`config.mk`:
```
export PLATFORM = sky130hd
export DESIGN_NAME = dqdqs_phy_top
export DESIGN_NICKNAME = d
export VERILOG_FILES = /design/src/phy_data_pkg.sv /design/src/phy_ctrl_pkg.sv /design/src/wr_ctrl_if.sv /design/src/wr_phase_fsm.sv /design/src/hr_fr_serializer.sv /design/src/wr_datapath.sv /design/src/rd_beat_counter.sv /design/src/rd_deserializer.sv /design/src/dqdqs_phy_top.sv
export VERILOG_INCLUDE_DIRS = /design/src
export SDC_FILE = /design/constraint.sdc
export NUM_CORES = 1
export LEC_CHECK = 0
export ABC_CLOCK_PERIOD_IN_PS = 7200
export BUFFER_PORTS_ARGS = -buffer_cell sky130_fd_sc_hd__buf_2
export CAP_MARGIN = 40
export CELL_PAD_IN_SITES_DETAIL_PLACEMENT = 0
export CELL_PAD_IN_SITES_GLOBAL_PLACEMENT = 1
export CORE_AREA = 2 2 107 109
export DETAILED_ROUTE_END_ITERATION = 10
export DIE_AREA = 0 0 109 111
export PLACE_DENSITY_LB_ADDON = 0.25
export SETUP_SLACK_MARGIN = 0.15
export SYNTH_ARGS = -nofsm -noshare
export SYNTH_HDL_FRONTEND = slang
export SYNTH_SLANG_ARGS = --single-unit
```
`constraint.sdc`:
```
create_clock -name pll_mem_clk -period 7.2 [get_ports pll_mem_clk]
set_clock_uncertainty 0.1 [all_clocks]
set_input_delay 0.36 -clock pll_mem_clk [delete_from_list [all_inputs] [get_ports pll_mem_clk]]
set_output_delay 0.36 -clock pll_mem_clk [all_outputs]
set_load 0.03 [all_outputs]
```
`src/phy_params.svh`:
```
// Byte group sizes are fixed at compile time; the RTL supports only 4 write beats and 2 read beats
`ifndef PHY_PARAMS_SVH
`define PHY_PARAMS_SVH

//##################################################
// Byte group geometry
//##################################################

// DQ pins in one byte group
`define PIN_WIDTH 8

// Beats per pin in one half-rate write word
`define RATE_MULT_OUT 4

// Full-rate beats per half-rate read word
`define RATE_MULT_IN 2

//##################################################
// Read word ordering
//##################################################

// 1 swaps the low and high lanes of each captured pair
`define RD_REVERSE_WORDS 0

`endif

```
`src/phy_data_pkg.sv`:
```
// Lane layout assumes two DDR edges per full-rate cycle; write words carry lane tN at N*PIN_WIDTH
`default_nettype none

`include "phy_params.svh"

package phy_data_pkg;

    // One full-rate lane, one bit per DQ pin
    typedef logic [`PIN_WIDTH-1:0] dq_lane_t;

    // Half-rate write word, index N is beat tN
    typedef dq_lane_t [`RATE_MULT_OUT-1:0] hr_wdata_t;

    // Write enable word, [0] fall half and [1] rise half
    typedef dq_lane_t [`RATE_MULT_OUT/2-1:0] hr_oe_t;

    // One captured full-rate pair, [0] low lane and [1] high lane
    typedef dq_lane_t [1:0] rd_pair_t;

    // Half-rate read word, [1] newer pair and [0] older pair
    typedef rd_pair_t [`RATE_MULT_IN-1:0] hr_rdata_t;

endpackage

`default_nettype wire

```
`src/phy_ctrl_pkg.sv`:
```
// Control types for the write phase machines and the read beat counter; read ratio must be 2 or more
`default_nettype none

`include "phy_params.svh"

package phy_ctrl_pkg;

    // Write phase of a half-rate word on the full-rate clock
    typedef enum logic [1:0] {
        WR_IDLE,    // No word in flight
        WR_FIRST,   // Word loaded, fall half goes out next
        WR_SECOND   // Rise half goes out next
    } wr_phase_e;

    // Position of the current full-rate beat inside a read word
    typedef logic [$clog2(`RATE_MULT_IN)-1:0] rd_phase_t;

endpackage

`default_nettype wire

```
`src/wr_ctrl_if.sv`:
```
// Load and select strobes for the write serializers; all signals are on pll_mem_clk, no handshake
`default_nettype none

interface wr_ctrl_if;

    logic data_load;    // DQ and DQ OE word capture
    logic data_sel;     // DQ rise half select
    logic dqs_load;     // DQS enable capture
    logic dqs_sel;      // DQS enable rise half select

    // Phase machine for DQ and DQ OE
    modport fsm_data (
        output data_load,
        output data_sel
    );

    // Phase machine for the DQS enable
    modport fsm_dqs (
        output dqs_load,
        output dqs_sel
    );

    // Serializers consume every strobe
    modport datapath (
        input data_load,
        input data_sel,
        input dqs_load,
        input dqs_sel
    );

endinterface

`default_nettype wire

```
`src/wr_phase_fsm.sv`:
```
// Write phase tracker; active must stay high for both cycles of a half-rate word, second one ignored
`default_nettype none

module wr_phase_fsm
    import phy_ctrl_pkg::*;
(
    input  logic pll_mem_clk,
    input  logic rst,
    input  logic active,
    output logic load,
    output logic sel
);

    wr_phase_e state;
    wr_phase_e state_nxt;

    // New word accepted only at the start or the end of a burst beat pair
    assign load = active && ((state == WR_IDLE) || (state == WR_SECOND));
    assign sel  = (state == WR_SECOND);

    always_comb
    begin
        state_nxt = state;
        case (state)
            WR_IDLE:
                if (active)
                    state_nxt = WR_FIRST;
            WR_FIRST:
                state_nxt = WR_SECOND;  // Held copy of the word is ignored
            WR_SECOND:
                if (active)
                    state_nxt = WR_FIRST;   // Back-to-back word
                else
                    state_nxt = WR_IDLE;
            default:
                state_nxt = WR_IDLE;
        endcase
    end

    always_ff @(posedge pll_mem_clk)
    begin
        if (rst)
            state <= WR_IDLE;
        else
            state <= state_nxt;
    end

    //##################################################
    // Checks
    //##################################################

    // Half-rate word is held for its ignored second cycle
    a_word_held_in_first: assert property (
        @(posedge pll_mem_clk) disable iff (rst)
        (state == WR_FIRST) |-> active
    );

    a_idle_after_reset: assert property (
        @(posedge pll_mem_clk)
        rst |=> (state == WR_IDLE)
    );

endmodule

`default_nettype wire

```
`src/hr_fr_serializer.sv`:
```
// Half-rate to full-rate beat pair; load and sel must come from a wr_phase_fsm on the same clock
`default_nettype none

module hr_fr_serializer #(
    parameter int WIDTH = 8
)
(
    input  logic             pll_mem_clk,
    input  logic             rst,
    input  logic             load,
    input  logic             sel,
    input  logic [WIDTH-1:0] fall_data,
    input  logic [WIDTH-1:0] rise_data,
    output logic [WIDTH-1:0] fr_out
);

    logic [WIDTH-1:0] fall_q;   // Captured fall half
    logic [WIDTH-1:0] rise_q;   // Captured rise half
    logic             beat_due;

    // Payload capture
    always_ff @(posedge pll_mem_clk)
    begin
        if (load)
        begin
            fall_q <= fall_data;
            rise_q <= rise_data;
        end
    end

    always_ff @(posedge pll_mem_clk)
    begin
        if (rst)
        begin
            beat_due <= 1'b0;
            fr_out   <= '0;
        end
        else
        begin
            beat_due <= load;       // Fall half due one cycle after the load
            if (sel)
                fr_out <= rise_q;
            else if (beat_due)
                fr_out <= fall_q;
            else
                fr_out <= '0;       // Idle lanes are driven low
        end
    end

    a_out_zero_after_reset: assert property (
        @(posedge pll_mem_clk)
        rst |=> (fr_out == '0)
    );

endmodule

`default_nettype wire

```
`src/wr_datapath.sv`:
```
// DQ, DQ OE and DQS enable serializers for one byte group; DQS enable lags the data by one cycle
`default_nettype none

`include "phy_params.svh"

module wr_datapath
    import phy_data_pkg::*;
(
    input  logic       pll_mem_clk,
    input  logic       rst,
    wr_ctrl_if.datapath ctrl,
    input  hr_wdata_t  write_data_in,
    input  hr_oe_t     write_oe_in,
    input  logic [1:0] output_strobe_ena,
    output dq_lane_t   dq_out_lo,
    output dq_lane_t   dq_out_hi,
    output dq_lane_t   dq_oe,
    output logic       dqs_oe
);

    logic dqs_oe_fr;    // DQS enable before retiming

    //##################################################
    // DQ data and output enable
    //##################################################

    hr_fr_serializer #(
        .WIDTH     (`PIN_WIDTH)
    ) u_ser_lo (
        .pll_mem_clk (pll_mem_clk),
        .rst         (rst),
        .load        (ctrl.data_load),
        .sel         (ctrl.data_sel),
        .fall_data   (write_data_in[0]),    // t0
        .rise_data   (write_data_in[2]),    // t2
        .fr_out      (dq_out_lo)
    );

    hr_fr_serializer #(
        .WIDTH     (`PIN_WIDTH)
    ) u_ser_hi (
        .pll_mem_clk (pll_mem_clk),
        .rst         (rst),
        .load        (ctrl.data_load),
        .sel         (ctrl.data_sel),
        .fall_data   (write_data_in[1]),    // t1
        .rise_data   (write_data_in[3]),    // t3
        .fr_out      (dq_out_hi)
    );

    hr_fr_serializer #(
        .WIDTH     (`PIN_WIDTH)
    ) u_ser_oe (
        .pll_mem_clk (pll_mem_clk),
        .rst         (rst),
        .load        (ctrl.data_load),
        .sel         (ctrl.data_sel),
        .fall_data   (write_oe_in[0]),
        .rise_data   (write_oe_in[1]),
        .fr_out      (dq_oe)
    );

    //##################################################
    // DQS output enable
    //##################################################

    hr_fr_serializer #(
        .WIDTH     (1)
    ) u_ser_dqs (
        .pll_mem_clk (pll_mem_clk),
        .rst         (rst),
        .load        (ctrl.dqs_load),
        .sel         (ctrl.dqs_sel),
        .fall_data   (output_strobe_ena[0]),
        .rise_data   (output_strobe_ena[1]),
        .fr_out      (dqs_oe_fr)
    );

    // Extra stage places the strobe window around the data eye
    always_ff @(posedge pll_mem_clk)
    begin
        if (rst)
            dqs_oe <= 1'b0;
        else
            dqs_oe <= dqs_oe_fr;
    end

endmodule

`default_nettype wire

```
`src/rd_beat_counter.sv`:
```
// Free-running read beat counter; phase 0 follows reset and read data is assumed to stream every cycle
`default_nettype none

`include "phy_params.svh"

module rd_beat_counter
    import phy_ctrl_pkg::*;
(
    input  logic      pll_mem_clk,
    input  logic      rst,
    output rd_phase_t phase,
    output logic      word_end
);

    localparam rd_phase_t LAST_PHASE = rd_phase_t'(`RATE_MULT_IN - 1);

    assign word_end = (phase == LAST_PHASE);    // Last beat of the read word

    always_ff @(posedge pll_mem_clk)
    begin
        if (rst)
            phase <= '0;
        else if (word_end)
            phase <= '0;
        else
            phase <= phase + rd_phase_t'(1);
    end

    // Word boundaries are evenly spaced
    a_word_end_period: assert property (
        @(posedge pll_mem_clk) disable iff (rst)
        word_end |=> !word_end ##(`RATE_MULT_IN - 1) word_end
    );

endmodule

`default_nettype wire

```
`src/rd_deserializer.sv`:
```
// Read capture and half-rate assembly; word_end must come from rd_beat_counter, no input gating
`default_nettype none

module rd_deserializer
    import phy_data_pkg::*;
#(
    parameter bit REVERSE = 1'b0
)
(
    input  logic      pll_mem_clk,
    input  logic      rst,
    input  logic      word_end,
    input  dq_lane_t  dq_in_lo,
    input  dq_lane_t  dq_in_hi,
    output hr_rdata_t rdata_hr,
    output logic      rdata_valid
);

    rd_pair_t rd_pair;      // Pair in word order
    rd_pair_t cap_stage1;   // Pair from the previous cycle
    rd_pair_t cap_stage2;   // Pair from two cycles back

    always_comb
    begin
        if (REVERSE)
        begin
            rd_pair[0] = dq_in_hi;
            rd_pair[1] = dq_in_lo;
        end
        else
        begin
            rd_pair[0] = dq_in_lo;
            rd_pair[1] = dq_in_hi;
        end
    end

    //##################################################
    // Full-rate capture stages
    //##################################################

    always_ff @(posedge pll_mem_clk)
    begin
        cap_stage1 <= rd_pair;
        cap_stage2 <= cap_stage1;
    end

    //##################################################
    // Half-rate word assembly
    //##################################################

    always_ff @(posedge pll_mem_clk)
    begin
        if (rst)
        begin
            rdata_hr    <= '0;
            rdata_valid <= 1'b0;
        end
        else
        begin
            rdata_valid <= word_end;    // One-cycle pulse per word
            if (word_end)
                rdata_hr <= {cap_stage1, cap_stage2};
        end
    end

endmodule

`default_nettype wire

```
`src/dqdqs_phy_top.sv`:
```
// DQ/DQS byte group datapath on pll_mem_clk only; pads, DQS toggling and extra pins are external
`default_nettype none

`include "phy_params.svh"

module dqdqs_phy_top
    import phy_data_pkg::*;
(
    input  logic       pll_mem_clk,
    input  logic       rst,
    input  hr_wdata_t  write_data_in,
    input  hr_oe_t     write_oe_in,
    input  logic [1:0] output_strobe_ena,
    input  dq_lane_t   dq_in_lo,
    input  dq_lane_t   dq_in_hi,
    output dq_lane_t   dq_out_lo,
    output dq_lane_t   dq_out_hi,
    output dq_lane_t   dq_oe,
    output logic       dqs_oe,
    output hr_rdata_t  rdata_hr,
    output logic       rdata_valid
);

    logic dq_wr_active;     // Any DQ enable bit set
    logic dqs_wr_active;    // Any DQS enable bit set
    logic rd_word_end;

    assign dq_wr_active  = |write_oe_in;
    assign dqs_wr_active = |output_strobe_ena;

    //##################################################
    // Write path
    //##################################################

    wr_ctrl_if wr_ctrl ();

    // DQ phase machine, drives the fsm_data strobes
    wr_phase_fsm u_wr_fsm_dq (
        .pll_mem_clk (pll_mem_clk),
        .rst         (rst),
        .active      (dq_wr_active),
        .load        (wr_ctrl.data_load),
        .sel         (wr_ctrl.data_sel)
    );

    // DQS phase machine, drives the fsm_dqs strobes
    wr_phase_fsm u_wr_fsm_dqs (
        .pll_mem_clk (pll_mem_clk),
        .rst         (rst),
        .active      (dqs_wr_active),
        .load        (wr_ctrl.dqs_load),
        .sel         (wr_ctrl.dqs_sel)
    );

    wr_datapath u_wr_datapath (
        .pll_mem_clk       (pll_mem_clk),
        .rst               (rst),
        .ctrl              (wr_ctrl),
        .write_data_in     (write_data_in),
        .write_oe_in       (write_oe_in),
        .output_strobe_ena (output_strobe_ena),
        .dq_out_lo         (dq_out_lo),
        .dq_out_hi         (dq_out_hi),
        .dq_oe             (dq_oe),
        .dqs_oe            (dqs_oe)
    );

    //##################################################
    // Read path
    //##################################################

    rd_beat_counter u_rd_beat_counter (
        .pll_mem_clk (pll_mem_clk),
        .rst         (rst),
        .phase       (),            // Word boundary is all the read path needs
        .word_end    (rd_word_end)
    );

    rd_deserializer #(
        .REVERSE     (`RD_REVERSE_WORDS)
    ) u_rd_deserializer (
        .pll_mem_clk (pll_mem_clk),
        .rst         (rst),
        .word_end    (rd_word_end),
        .dq_in_lo    (dq_in_lo),
        .dq_in_hi    (dq_in_hi),
        .rdata_hr    (rdata_hr),
        .rdata_valid (rdata_valid)
    );

endmodule

`default_nettype wire

```
==> key figures, run 1 <==
Status
  • Outcome: complete, no violations

Critical path
  • Critical Path Sink Type: flop
  • Cell breakdown of the critical path: nand2b_1 > buf_4 > nand3_1 > a21oi_1
  • Reg-to-reg slack, setup: 5.41 ns
  • Cell depth of the worst flop-to-flop path: 4
  • WS Path Type: reg2reg
  • Reg-to-Reg End: u_wr_datapath.u_ser_lo.fr_out[7]$_SDFF_PP0_
  • Max stage delay on crit path: 0.48 ns
  • Critical Path End: u_wr_datapath.u_ser_lo.fr_out[7]$_SDFF_PP0_
  • Crit path launch type: flop
  • CP Max Fanout: 16
  • Crit path from: u_wr_fsm_dq.state[0]$_SDFFE_PP0P_
  • FF-to-FF Start: u_wr_fsm_dq.state[0]$_SDFFE_PP0P_
  • Worst path arrival time: 2.03 ns
  • Crit path required time: 7.43 ns
  • Critical-path top delay cell: nand2b_1

Timing
  • Final hold vios: 0
  • Max-slew violations: 0
  • Tcrit/Tclk final: 0.249
  • Final min period: 1.79 ns
  • # setup viols final: 0
  • RSZ-0062 raised after global routing: no
  • Setup TNS Final: 0 ns
  • FMAX: 0.558 GHz
  • Max transition margin: 0.447
  • Least-Margin Pin Slew: 0.830 ns

Global route
  • First-pass GRT wire length: 13.6 mm
  • Overflow after GRT: 0
  • Initial antenna violation count: 0
  • Pin count of the biggest net entering global routing: 67
  • Vias in the first global route: 2802
  • Aggregate global-route resource usage: 0.152

Detailed routing
  • Vias: 2878
  • Drt total wl: 8.71 mm
  • DR iter-0 viols: 154
  • Pre-antenna DRT Iters: 4
  • Vias per inst: 4.47
  • DR DRC count: 0
  • Antenna-violating nets left: 0
  • Drt wl/cell: 13.5 microns

Clock network
  • Clock-pin slew on the worst setup and hold paths: 0.06 ns
  • CTS tree: yes
  • Inserted Clock Buffers: 17
  • Post CTS Setup Buffer Count: 0
  • CTS Hold Bufs: 22
  • Sink Count: 148
  • Post-CTS sizing: 0
  • H-tree levels: 4
  • CTS Root Cell: clkbuf_16
  • Clock latency on the worst-skew pair: 0.41 ns
  • Max Buffers Root-to-Sink: 2

Synth
  • Post-synthesis instance area: 0.00468 sq mm
  • #FFs+latches synth: 148
  • Syn_nets: 394
  • Post-synthesis sequential area ratio: 0.740
  • Synth Warn #: 0
  • Mapped Cells: 326
  • Synthesized area per cell: 14.4 sq um
  • Unique masters post-synth: 24

Final layout
  • Area grow syn2layout: 34.0%
  • NumNets Final: 558
  • Commonest non-fill, non-tap cell in the layout: buf_2
  • Most frequent cells in the layout: buf_2, dfxtp_1, edfxtp_1
  • Antenna Cells: 0
  • Layout cells sized above 1: 0.399
  • Fin area: 0.00628 sq mm
  • Fillers: 901

Floorplan
  • Initial core utilization: 0.423
  • CORE AREA: 0.0111 sq mm
  • Die area: 0.0121 sq mm
  • Row count: 39
  • Die Y: 111 microns
  • # IOs: 126
  • Die X: 109 microns

Placed design
  • Post-DP HPWL: 5.39 mm
  • Placed inst area: 0.00542 sq mm
  • Buffers on Ports: 125
  • Final Wtd Congestion: 0.723

Job
  • Max-capacitance violation count: 0

Power
  • PwrDens: 299 mW/mm^2
  • Worst vdd ir: 0.215 mV
  • Cell leakage power: 2.63 nW

Min path
  • Hold Crit Class: in2reg
## where the power goes
group          internal (mW)  switching [mW]  total [mW]
sequential             0.919          0.0210       0.940
combinational         0.0631          0.0927       0.156
clock                  0.465           0.315       0.780
## layer usage
layer | GRT usage | share of wire | wire, microns | vias to the layer above
li1 | - | - | - | 1457
met1 | 0.179 | 0.42 | 3630 | 1329
met2 | 0.232 | 0.50 | 4340 | 81
met3 | 0.0735 | 0.071 | 614 | 11
met4 | 0.0701 | 0.015 | 129 | 0
met5 | 0 | 0 | 0 | -
## state kept, by name, summed over array words and instances (netlist names), 2 cells and up
register,flops
u_wr_fsm_dqs.state,2
u_rd_deserializer.cap_stage2,16
u_wr_datapath.u_ser_lo.rise_q,8
u_wr_datapath.u_ser_lo.fall_q,8
u_wr_datapath.u_ser_oe.fr_out,8
u_wr_datapath.u_ser_hi.fr_out,8
u_rd_deserializer.rdata_hr,32
u_wr_datapath.u_ser_hi.rise_q,8
u_rd_deserializer.cap_stage1,16
u_wr_datapath.u_ser_hi.fall_q,8
u_wr_datapath.u_ser_oe.fall_q,8
u_wr_fsm_dq.state,2
u_wr_datapath.u_ser_oe.rise_q,8
u_wr_datapath.u_ser_lo.fr_out,8
## how the worst min path moves through the flow
stage                                                  start                                          to  slack [ns]  cells after the start
floorplan            u_rd_deserializer.cap_stage1[0]$_DFF_P_     u_rd_deserializer.cap_stage2[0]$_DFF_P_        0.23                      0
global placement    u_rd_deserializer.cap_stage1[15]$_DFF_P_    u_rd_deserializer.cap_stage2[15]$_DFF_P_        0.23                      0
detailed placement   u_rd_deserializer.cap_stage1[7]$_DFF_P_     u_rd_deserializer.cap_stage2[7]$_DFF_P_        0.24                      0
CTS                                        write_data_in[11]  u_wr_datapath.u_ser_hi.fall_q[3]$_DFFE_PP_      0.0002                      1
global route                                write_data_in[8]  u_wr_datapath.u_ser_hi.fall_q[0]$_DFFE_PP_      -0.001                      1
finish                                     write_data_in[21]  u_wr_datapath.u_ser_lo.rise_q[5]$_DFFE_PP_        0.02                      1
## cells by family (layout without fill, tap and decap cells)
family | after synthesis | after routing | synth area share
buf+inv | 20 | 195 | 0.0307
simple gates | 100 | 100 | 0.117
compound gates | 26 | 26 | 0.0444
flops | 148 | 148 | 0.740
mux | 32 | 32 | 0.0684
## per-stage QoR
stage | cells | total power [mW] | worst slack [ns] | util | hold slack (ns)
4_1_cts | 633 | 1.89 | 5.42 | 0.557 | 0.000230
3_5_place_dp | 581 | 1.10 | 5.19 | 0.490 | 0.237
6_report | 644 | 1.88 | 5.41 | 0.567 | 0.0209
5_1_grt | 644 | 1.95 | 5.28 | 0.567 | -0.00116
2_1_floorplan | 326 | 1.05 | 4.02 | - | 0.231
3_3_place_gp | 579 | 1.10 | 5.20 | 0.486 | 0.235
## critical path: cells and delay by family, from the launching register on
kind / cells / cell delay [ns]
flops: 1 / 0.47
compound gates: 1 / 0.17
buf+inv: 1 / 0.38
simple gates: 2 / 0.60
## cell usage after synthesis (all sizes together)
cell    count  area share
a21oi      25       0.043
clkbuf      2      0.0016
edfxtp     50        0.32
nor3        4      0.0043
nand2      24       0.019
nor2b       3      0.0040
nand3      24       0.047
mux2i      32       0.068
inv         1     0.00080
nor4        4      0.0053
dfxtp      98        0.42
nor3b       2      0.0032
buf        17       0.028
nor2       36       0.029
and4        1      0.0019
nand2b      1      0.0013
o211ai      1      0.0016
nand3b      1      0.0016
## final cells by class
class | count | area [sq um] | area share
inverters | 1 | 3.75 | 0.000598
repair buffers | 164 | 1020 | 0.163
multi-input cells | 158 | 1080 | 0.173
well taps | 143 | 179 | 0.0285
clock inverters | 11 | 90.1 | 0.0144
clock buffers | 19 | 433 | 0.0690
flip-flops and latches | 148 | 3460 | 0.552
(Power assumes the default switching activity.)
==> inputs of run 2 (changes only) <==
--- a/config.mk
+++ b/config.mk
@@ -6,14 +6,14 @@
 export SDC_FILE = /design/constraint.sdc
 export NUM_CORES = 1
 export LEC_CHECK = 0
-export ABC_CLOCK_PERIOD_IN_PS = 7200
+export ABC_CLOCK_PERIOD_IN_PS = 1700
 export BUFFER_PORTS_ARGS = -buffer_cell sky130_fd_sc_hd__buf_2
 export CAP_MARGIN = 40
 export CELL_PAD_IN_SITES_DETAIL_PLACEMENT = 0
 export CELL_PAD_IN_SITES_GLOBAL_PLACEMENT = 1
-export CORE_AREA = 2 2 107 109
+export CORE_AREA = 2 2 110 112
 export DETAILED_ROUTE_END_ITERATION = 10
-export DIE_AREA = 0 0 109 111
+export DIE_AREA = 0 0 112 114
 export PLACE_DENSITY_LB_ADDON = 0.25
 export SETUP_SLACK_MARGIN = 0.15
 export SYNTH_ARGS = -nofsm -noshare
==> constraint.sdc (replaced) <==
create_clock -name pll_mem_clk -period 1.7 [get_ports pll_mem_clk]
set_clock_uncertainty 0.1 [all_clocks]
set_input_delay 0.085 -clock pll_mem_clk [delete_from_list [all_inputs] [get_ports pll_mem_clk]]
set_output_delay 0.085 -clock pll_mem_clk [all_outputs]
set_load 0.03 [all_outputs]
==> run 2 against run 1 <==
Against the previous run: critical path depth grew 2; via count grew 7.7%; utilization grew 0.68 points; combinational power grew to 4.8 times the previous value; cell count grew 6.8%; hold slack gained 0.046 ns; total power grew to 4.4 times the previous value; clock power grew to 4.4 times the previous value; clock-buffer cell count shrank 1; largest power group unchanged.
==> key figures, run 2 (synthesis results as in run 1) <==
Timing
  • FMAX: 0.656 GHz
  • Max transition margin: 0.727 (+0.280)
  • # setup viols final: 0 (unchanged)
  • Max-slew violations: 0 (unchanged)
  • Least-Margin Pin Slew: 0.406 ns (-0.424 ns)
  • Tcrit/Tclk final: 0.897
  • Min Hold Slack: 0.0665 ns (+0.0456 ns)
  • RSZ-0062 raised after global routing: no
  • Setup TNS Final: 0 ns (unchanged)
  • Final min period: 1.53 ns
  • Final hold vios: 0 (unchanged)

Final layout
  • Final core utilization: 0.573 (+0.00681)
  • Largest Register: u_rd_deserializer.rdata_hr
  • Multi-input logic area: 0.00110 sq mm (+1.8%)
  • Most frequent cells in the layout: buf_2, dfxtp_1, dlygate4sd3_1
  • Largest register FFs: 32 (unchanged)
  • Fillers: 993 (+10%)
  • Area grow syn2layout: 43.4%
  • Layout cells sized above 1: 0.391 (-0.00846)
  • Largest regs: u_rd_deserializer.rdata_hr (32), u_rd_deserializer.cap_stage1 (16), u_rd_deserializer.cap_stage2 (16)
  • NumNets Final: 596 (+6.8%)
  • Commonest non-fill, non-tap cell in the layout: buf_2
  • Post-Layout Cell Count: 688 (+6.8%)
  • Seq. cell area: 0.00347 sq mm (about the same)

Floorplan
  • Die Y: 114 microns (+2.7%)
  • # IOs: 126 (unchanged)
  • Row count: 40 (+2.6%)
  • Initial core utilization: 0.400 (-0.0229)
  • Die area: 0.0128 sq mm (+5.5%)
  • CORE AREA: 0.0117 sq mm (+5.7%)
  • Die X: 112 microns (+2.8%)

Clock network
  • Max Buffers Root-to-Sink: 2 (unchanged)
  • Sink Count: 148 (unchanged)
  • CTS Root Cell: clkbuf_16
  • H-tree levels: 4 (unchanged)
  • Inserted Clock Buffers: 17 (unchanged)
  • Clock latency on the worst-skew pair: 0.41 ns (about the same)
  • CTS tree: yes
  • Clock-pin slew on the worst setup and hold paths: 0.05 ns (about the same)

Placed design
  • Dpl cells: 589 (+1.4%)
  • Final Wtd Congestion: 0.716 (-0.98%)
  • Buffers on Ports: 125 (unchanged)
  • Post-DP HPWL: 5.59 mm (+3.7%)

Detailed routing
  • Pre-antenna DRT Iters: 4 (unchanged)
  • Vias: 3099 (+7.7%)
  • Vias per inst: 4.50 (+0.79%)
  • Drt total wl: 9.52 mm (+9.3%)
  • Drt wl/cell: 13.8 microns (+2.3%)
  • Antenna-violating nets left: 0 (unchanged)
  • DR DRC count: 0 (unchanged)
  • DR iter-0 viols: 108 (-30%)

Min path
  • Hold Path Origin: rst
  • Hold path depth: 3 (+2)
  • Hold Crit Class: in2reg
  • WHS Endpoint: u_rd_beat_counter.phase$_SDFF_PP0_

Power
  • Sw Share: 0.225 (-0.00375)
  • Internal cell power: 6.34 mW (+340%)
  • Comb power frac: 0.092 (+0.009)
  • Sw Pwr: 1.84 mW (+330%)
  • Seq pwr share: 0.487 (-0.014)
  • PwrDens: 1220 mW/mm^2 (+310%)
  • Worst vdd ir: 0.866 mV (+300%)
  • Clock power frac: 0.422 (+0.006)
  • Cell leakage power: 2.83 nW (+7.4%)

Critical path
  • Reg-to-Reg End: u_wr_datapath.u_ser_lo.fr_out[0]$_SDFF_PP0_
  • Critical Path Sink Type: flop
  • Crit path required time: 1.76 ns (-5.67 ns)
  • Reg-to-reg slack, setup: 0.47 ns (-4.94 ns)
  • Crit path from: write_oe_in[11]
  • Crit path launch type: primary input
  • FF-to-FF Start: u_wr_fsm_dq.state[0]$_SDFFE_PP0P_
  • Cell depth of the worst flop-to-flop path: 4 (unchanged)
  • CP Max Fanout: 36 (+20)
  • WS Path Type: in2reg
  • Worst path arrival time: 1.58 ns (-0.45 ns)

Job
  • Max-capacitance violation count: 0 (unchanged)

Global route
  • First-pass GRT wire length: 15.3 mm (+13%)
  • Aggregate global-route resource usage: 0.159 (+0.00651)
  • Pin count of the biggest net entering global routing: 67 (unchanged)
  • Vias in the first global route: 3178 (+13%)
  • Initial antenna violation count: 1 (+1)
  • Overflow after GRT: 0 (unchanged)

Status
  • Outcome: complete, no violations
## run 2: cell types whose count changed in the layout (fill, tap and decap cells not counted), sizes merged
| cell | delta |
|---|---|
| diode | +1 |
| dlygate4sd3 | +33 |
| buf | +5 |
| clkinv | +3 |
| clkbuf | -1 |
| clkinvlp | -2 |
| bufinv | +1 |
## run 2: metrics by stage
stage               worst slack (ns)  area, sq um  power [mW]
floorplan                      0.125         4690        4.45
global placement               0.172         5480        4.67
detailed placement            0.0969         5480        4.68
CTS                            0.174         6690        8.26
global route                   0.150         6720        8.51
finish                         0.175         6720        8.17
## run 2: critical path, stage by stage
cell and delay (ns):
dlygate4sd3_1 0.55, buf_2 0.14, nor4_2 0.24, and4_2 0.32, nor2_4 0.05, buf_12 0.17
## run 2: metal layers
metal | track usage | part of all wire | wire length [microns]
met5 | 0 | 0 | 0
met4 | 0.0886 | 0.028 | 267
met1 | 0.177 | 0.42 | 4020
met3 | 0.0542 | 0.051 | 484
met2 | 0.267 | 0.50 | 4750
## run 2: worst max-delay path by stage
stage	to	slack, ns	depth (start not counted)
floorplan	u_wr_datapath.u_ser_hi.fall_q[0]$_DFFE_PP_	0.12	3
global placement	u_wr_datapath.u_ser_lo.fall_q[0]$_DFFE_PP_	0.17	5
detailed placement	u_wr_datapath.u_ser_lo.rise_q[0]$_DFFE_PP_	0.1	5
CTS	u_wr_datapath.u_ser_lo.rise_q[0]$_DFFE_PP_	0.17	6
global route	u_wr_datapath.u_ser_hi.fall_q[3]$_DFFE_PP_	0.15	6
finish	u_wr_datapath.u_ser_hi.rise_q[3]$_DFFE_PP_	0.17	6
## run 2: power by group through the flow
stage,Clock (mW),Combinational [mW],Sequential [mW]
6_report,3.45,0.748,3.98
4_1_cts,3.53,0.750,3.98
2_1_floorplan,0,0.260,4.19
5_1_grt,3.70,0.810,4.00
3_5_place_dp,0,0.632,4.05
3_3_place_gp,0,0.623,4.04
## run 2: repair_timing
action,in CTS,in global routing
hold buffers,66,0
endpoints found under the hold margin,70,0
endpoints found under the setup margin,0,48
buffers inserted,0,1
resized for setup,0,4
## run 2: layout make-up
| type | count | area share |
|---|---|---|
| Clock buffer | 18 | 0.0639 |
| Timing Repair Buffer | 202 | 0.209 |
| Sequential cell | 148 | 0.516 |
| Multi-Input combinational cell | 158 | 0.165 |
| Clock inverter | 13 | 0.0177 |
| Inverter | 1 | 0.000559 |
| Tap cell | 147 | 0.0274 |
| Antenna cell | 1 | 0.000373 |
